===== src/source/aesPkg.sv =====
// shared types and constants for the AES-128 encryption core
// byte 0 of a block sits in the top bits and a column is four consecutive bytes
package aesPkg;

	// one state byte
	typedef logic [7:0] byteT;

	// one column of the state, or one word of a key
	typedef logic [31:0] wordT;

	// full state, cipher key or round key
	typedef logic [127:0] blockT;

	// round counter, wide enough for rounds 1 to 10
	typedef logic [3:0] roundT;

	typedef enum logic {
		seqIdle,
		seqRun
	} seqStateT;

	// fixed by AES-128, the core does not support other key sizes
	localparam int numRounds = 10;

	// round constant of round 1, later ones come from repeated doubling
	localparam byteT rconFirst = 8'h01;

	// multiply by 2 in GF(2^8)
	// when the top bit falls off, reduce by the AES polynomial x^8+x^4+x^3+x+1
	function automatic byteT xtime(input byteT b);
		byteT shifted;
		shifted = {b[6:0], 1'b0};
		if (b[7]) begin
			shifted = shifted ^ 8'h1b;
		end
		return shifted;
	endfunction

endpackage


===== src/source/roundSequencer.sv =====
// round control for the iterative cipher, one round per clock
// inclk is accepted while idle or in the last round, and ignored otherwise
// outclk pulses ten edges after the accepting edge, out holds until the next result
module roundSequencer (
	input logic clk,
	input logic rst,
	input logic inclk,
	input aesPkg::blockT in,
	input aesPkg::blockT key,
	input aesPkg::blockT roundKey,
	input aesPkg::blockT transformed,
	output aesPkg::blockT state,
	output logic lastRound,
	output logic load,
	output logic step,
	output logic outclk,
	output aesPkg::blockT out
);

	import aesPkg::*;

	seqStateT seq;
	roundT round;
	blockT nextState;

	// round holds the number of the round being computed in this cycle
	assign lastRound = (seq == seqRun) && (round == roundT'(numRounds));

	// the machine already knows it goes idle after the last round, so take a new block then
	assign load = inclk && ((seq == seqIdle) || lastRound);
	assign step = (seq == seqRun);

	// AddRoundKey on the output of the round transform
	assign nextState = transformed ^ roundKey;

	always_ff @(posedge clk) begin
		if (rst) begin
			seq <= seqIdle;
			round <= '0;
			outclk <= 1'b0;
			out <= '0;
		end else begin
			outclk <= lastRound;
			if (lastRound) begin
				out <= nextState;
			end
			if (load) begin
				seq <= seqRun;
				round <= roundT'(1);
			end else if (lastRound) begin
				seq <= seqIdle;
			end else if (seq == seqRun) begin
				round <= round + roundT'(1);
			end
		end
	end

	// initial key addition on load, then one full round per edge
	always_ff @(posedge clk) begin
		if (load) begin
			state <= in ^ key;
		end else if (step) begin
			state <= nextState;
		end
	end

endmodule


===== config.mk =====
export PLATFORM = sky130hd
export DESIGN_NAME = roundSequencer
export DESIGN_NICKNAME = d
export VERILOG_FILES = /design/src/source/aesPkg.sv /design/src/source/roundSequencer.sv
export SDC_FILE = /design/constraint.sdc
export NUM_CORES = 1
export LEC_CHECK = 0
export ABC_AREA = 1
export BUFFER_PORTS_ARGS = -buffer_cell sky130_fd_sc_hd__buf_2
export CAP_MARGIN = 20
export CORE_AREA = 5 5 303 305
export DETAILED_ROUTE_END_ITERATION = 8
export DIE_AREA = 0 0 308 310
export GPL_ROUTABILITY_DRIVEN = 1
export GPL_TIMING_DRIVEN = 0
export SKIP_LAST_GASP = 1
export SLEW_MARGIN = 5
export SYNTH_ARGS = -nofsm -noshare
export SYNTH_HDL_FRONTEND = slang
export SYNTH_SLANG_ARGS = --single-unit
export TNS_END_PERCENT = 10

===== constraint.sdc =====
create_clock -name clk -period 5.46 [get_ports clk]
set_input_delay 0.819 -clock clk [delete_from_list [all_inputs] [get_ports clk]]
set_output_delay 0.819 -clock clk [all_outputs]
set_load 0.02 [all_outputs]

* Yosys cells after proc, flatten, opt, wreduce, memory -nomap -nowiden
Cells that the tools add are included.
** Cells by class
- Equal/unequal tests :: 2
- Reduce and logical (&&, ||, !) cells :: 8
- $add $sub $neg :: 1
- Mux-type cells :: 7
- Bitwise operators :: 4
** Operators by type and width (count)
- 2-to-1 mux 128 bit :: 2
- XOR 128 bit :: 2
- 2-to-1 mux 1 bit :: 5
- adder 4 x 1 -> 4 bit (second input constant) :: 1
- equality test 4 bit (second input constant) :: 1
- AND reduction 2 bit :: 2
- nonzero test 2 bit :: 2
- logical AND 1 bit :: 2
- != test 2 x 1 -> 1 bit (second input constant) :: 1
- NOT 1 bit :: 2
- OR reduction 2 bit :: 1
- logical OR 1 bit :: 1
** Storage, ports and cells
- Output and inout bits :: 260
- Logic and storage cells :: 28
- Bits of input ports :: 515
- Flip-flop bits (word level) :: 262

* Logic depth before layout (Yosys ltp)
- Depth in word-level cells :: 6
- Gate-level depth with buffers :: 9
- Depth with buffers taken out :: 8

* Worst setup path after synthesis
Ideal clock, no wire load.
- Path type :: input-to-reg
- From :: in inclk
- To :: reg state[0] (enable)
- Arrival time :: 2966 ps
- Path buffers :: 0
- Required time :: 4349 ps
- Stages on the path :: 2
- Library setup time :: 1111 ps
- Path slack :: 1383 ps
- Cell sequence :: inv_1 > nand2_1
** On the way
- Cells in the longest elaborated chain, start to end :: 2
** RTL lines
- start, declared :: line roundSequencer.sv:7 : input logic inclk,
- logical AND 1 bit :: line roundSequencer.sv:30 : assign load = inclk && ((seq == seqIdle) || lastRound);
- nonzero test 2 bit (no source line)
- end signal, assigned :: line roundSequencer.sv:61 : state <= in ^ key;
- end signal, assigned :: line roundSequencer.sv:63 : state <= nextState;
- end, declared :: line roundSequencer.sv:12 : output aesPkg::blockT state,
No other way between the ends.
A chain may end at the register's enable or synchronous reset.

* Worst setup path after layout
- From :: reg round[0]
- To :: out load
** On the way
- Cells in the longest elaborated chain, start to end :: 4
** RTL lines
- start, declared :: line roundSequencer.sv:23 : roundT round;
- start signal, assigned :: line roundSequencer.sv:49 : round <= roundT'(1);
- start signal, assigned :: line roundSequencer.sv:53 : round <= round + roundT'(1);
- equality test 4 bit :: line roundSequencer.sv:27 : assign lastRound = (seq == seqRun) && (round == roundT'(numRounds));
- logical AND 1 bit :: line roundSequencer.sv:27
- logical OR 1 bit :: line roundSequencer.sv:30
- logical AND 1 bit :: line roundSequencer.sv:30
- end, declared :: line roundSequencer.sv:14 : output logic load,
No other way between the ends.

==> reports/metrics.csv <==
stage,metric,value,unit
run_status,status,finished clean,
clock_tree,numCtsBuffers,30,
layout,nNetsFinal,2591,
critical_path,cp.arrival,2.34,ns
synth,synthCells,1267,
timing,fin_ws,2.31,ns
placement,io_buffers,773,
critical_path,endpoint_kind,primary output,
detailed_routing,drc,0,
floorplanning,die_w,308,um
detailed_routing,dr.pass1.iters,7,
timing,relSlewSlack,0.232,
power_and_ir_drop,p_leak,0.00826,uW
synth,ys_seq_area_frac,0.520,
layout,utilization,0.213,
critical_path,cp-start-kind,flop,
critical_path,reg2reg_depth,7,
critical_path,reg2reg_to,state[127],
detailed_routing,drt_iter0_markers,512,
power_and_ir_drop,combPwrFrac,0.198,
floorplanning,initial_utilization,0.141,
layout,mostFrequentLayoutCells,"buf_2, nand2_1, dfxtp_1",
floorplanning,io_pins,775,
critical_path,critPathLaunch,round[0],
synth,syn-num-nets,1784,
synth,synth_cell_types,24,
critical_path,cp.required,4.64,ns
flow_run,maxCapViolCount,0,
critical_path,critPathKind,flop to primary output,
clock_tree,cts_resized,0,
timing,hold_viol_final,0,
power_and_ir_drop,p_clk_frac,0.387,
timing,finClkSkew,0.00841,ns
critical_path,cp-endpoint,load,
layout,drive_above_1_share,0.455,
synth,synth_seq_cells,262,
timing,setup_violations,0,
power_and_ir_drop,power_switching_share,0.285,
placement,gp_congestion,0.882,
power_and_ir_drop,internal_power,3880,uW
clock_tree,cts.hold.buffers_added,0,
layout,areaGrowthSynthToFinish,51.3,%
floorplanning,die_h,310,um
clock_tree,htree_levels,1,
timing,period_share,0.578,
global_route,grt_pass1_wl,83100,um
global_route,grtUsageTotal,0.120,
power_and_ir_drop,sequentialPowerShare,0.415,
clock_tree,clockBufferDepth,3,
timing,rsz0062_at_grt,no,
timing,slew_viol_final,0,
timing,min_period,3.15,ns
detailed_routing,ant_nets,0,
min_path,min_path_type,flop to flop,
clock_tree,clk_latency,0.58,ns
detailed_routing,wl_per_cell,19.1,um
global_route,overflow,0,
layout,fill_cells,9936,
clock_tree,clock-sinks,262,
placement,dpl.hpwl,52500,um
clock_tree,postCtsSetupRepairBufs,0,
critical_path,worst-path-max-fanout,10,
min_path,hold_depth,2,
detailed_routing,drt_wl_total,62600,um
global_route,grt_max_degree,58,
power_and_ir_drop,powerDensity,286,nW/um2
detailed_routing,vias,12000,
layout,final_common_cell,buf_2,
placement,preCtsSetupSlack,2.78,ns
power_and_ir_drop,peakVddDrop,0.000233,V
detailed_routing,via_per_inst,3.67,
synth,synth_warnings,0,
critical_path,reg2reg_slack,2.95,ns
global_route,grt_pass1_vias,12000,
floorplanning,die-area,95500,um2
global_route,antenna_found_initial,26,
clock_tree,cts_tree,built,
timing,fmax,0.317,GHz
timing,worst_slew_pin_slew,1.14,ns
clock_tree,root_buffer,clkbuf_16,
synth,syn_area_per_cell,9.90,um2
clock_tree,clkTransAtPathRegs,0.06,ns
critical_path,r2r_start,round[0],
floorplanning,core.rowCount,110,
floorplanning,coreArea,89000,um2
power_and_ir_drop,p_switching,1550,uW
synth,syn_area,12500,um2
[power by group through the flow]
stage               sequential [uW]  clock [uW]  combinational [uW]
floorplan                      2470           0                 382
global placement               2310           0                1080
detailed placement             2300           0                1090
CTS                            2260        2170                1100
global route                   2270        2240                1160
finish                         2260        2100                1070
[per-stage QoR]
step | std cells | total power [uW] | hold slack [ns] | setup TNS, ns | area [um2]
after detailed placement | 3218 | 3390 | 0.452 | 0 | 17900
after global placement | 3216 | 3390 | 0.449 | -98.63 | 17900
final | 3282 | 5430 | 0.459 | 0 | 19000
after global routing | 3276 | 5670 | 0.471 | 0 | 19000
after CTS | 3274 | 5530 | 0.462 | 0 | 19000
after floorplan | 1267 | 2860 | 0.497 | 0 | 12500
[Yosys cell counts]
cell,number,area [um2]
nor2_1,8,30.0
nand4_1,1,6.26
nand2_4,1,11.3
nand2_1,393,1480
xor2_1,129,1130
buf_4,1,7.51
buf_2,13,65.1
inv_1,7,26.3
o21ai_0,28,140
nand2_2,1,6.26
a21oi_1,129,646
nand3b_1,1,7.51
o21ai_2,80,701
xnor2_1,128,1120
inv_2,2,7.51
ha_1,2,25.0
nand3_2,1,10.0
o21ai_1,21,105
nand3_1,1,5.00
clkbuf_1,21,78.8
nor2_2,1,6.26
edfxtp_1,128,3840
dfxtp_1,134,2680
buf_6,36,405
[worst max-delay path, cell delays in order, from the launching register on]
cell,delay [ns]
dfxtp_1,0.38
inv_1,0.07
ha_1,0.22
nand3_2,0.11
nand2_2,0.10
nand2_4,0.17
clkbuf_1,0.44
inv_1,0.08
buf_2,0.17
[flip-flops by register name, summed over array words and instances, names as in the netlist]
name / flops
outclk: 1
state: 128
round: 4
step: 1
out: 128
[final cells by class]
type                    instances  area, um2  share of cell area
diodes                          8       20.0             0.00106
plain buffers                  71        558              0.0294
clock buffers                  48        890              0.0469
clock inverters                 8        118             0.00620
inverters                       9       33.8             0.00178
multi-input cells             925       5430               0.286
flip-flops and latches        262       6530               0.344
well taps                    1176       1470              0.0776
repair buffers                775       3920               0.207
[metal layers]
layer	share of wire	vias up	GRT usage
met1	0.38	5525	0.140
met3	0.098	115	0.0424
met2	0.47	581	0.207
met5	0.0012	-	0
li1	-	5804	-
met4	0.042	12	0.0410
[cell families after synthesis]
kind of cell / synth area share
DFF: 0.520
adders and majority gates: 0.00199
AOI/OAI and AO/OA: 0.127
xor gates and xnor gates: 0.179
buffers and inverters: 0.0471
and+or+nand+nor: 0.124
[worst min path at each step]
stage          startpoint       end  slack [ns]
4_1_cts           out[88]   out[88]        0.46
5_1_grt           out[15]   out[15]        0.47
3_5_place_dp      out[37]   out[37]        0.45
3_3_place_gp      out[81]   out[81]        0.45
6_report          out[74]   out[74]        0.46
2_1_floorplan    round[0]  round[0]        0.50
(Power assumes the default switching activity.)
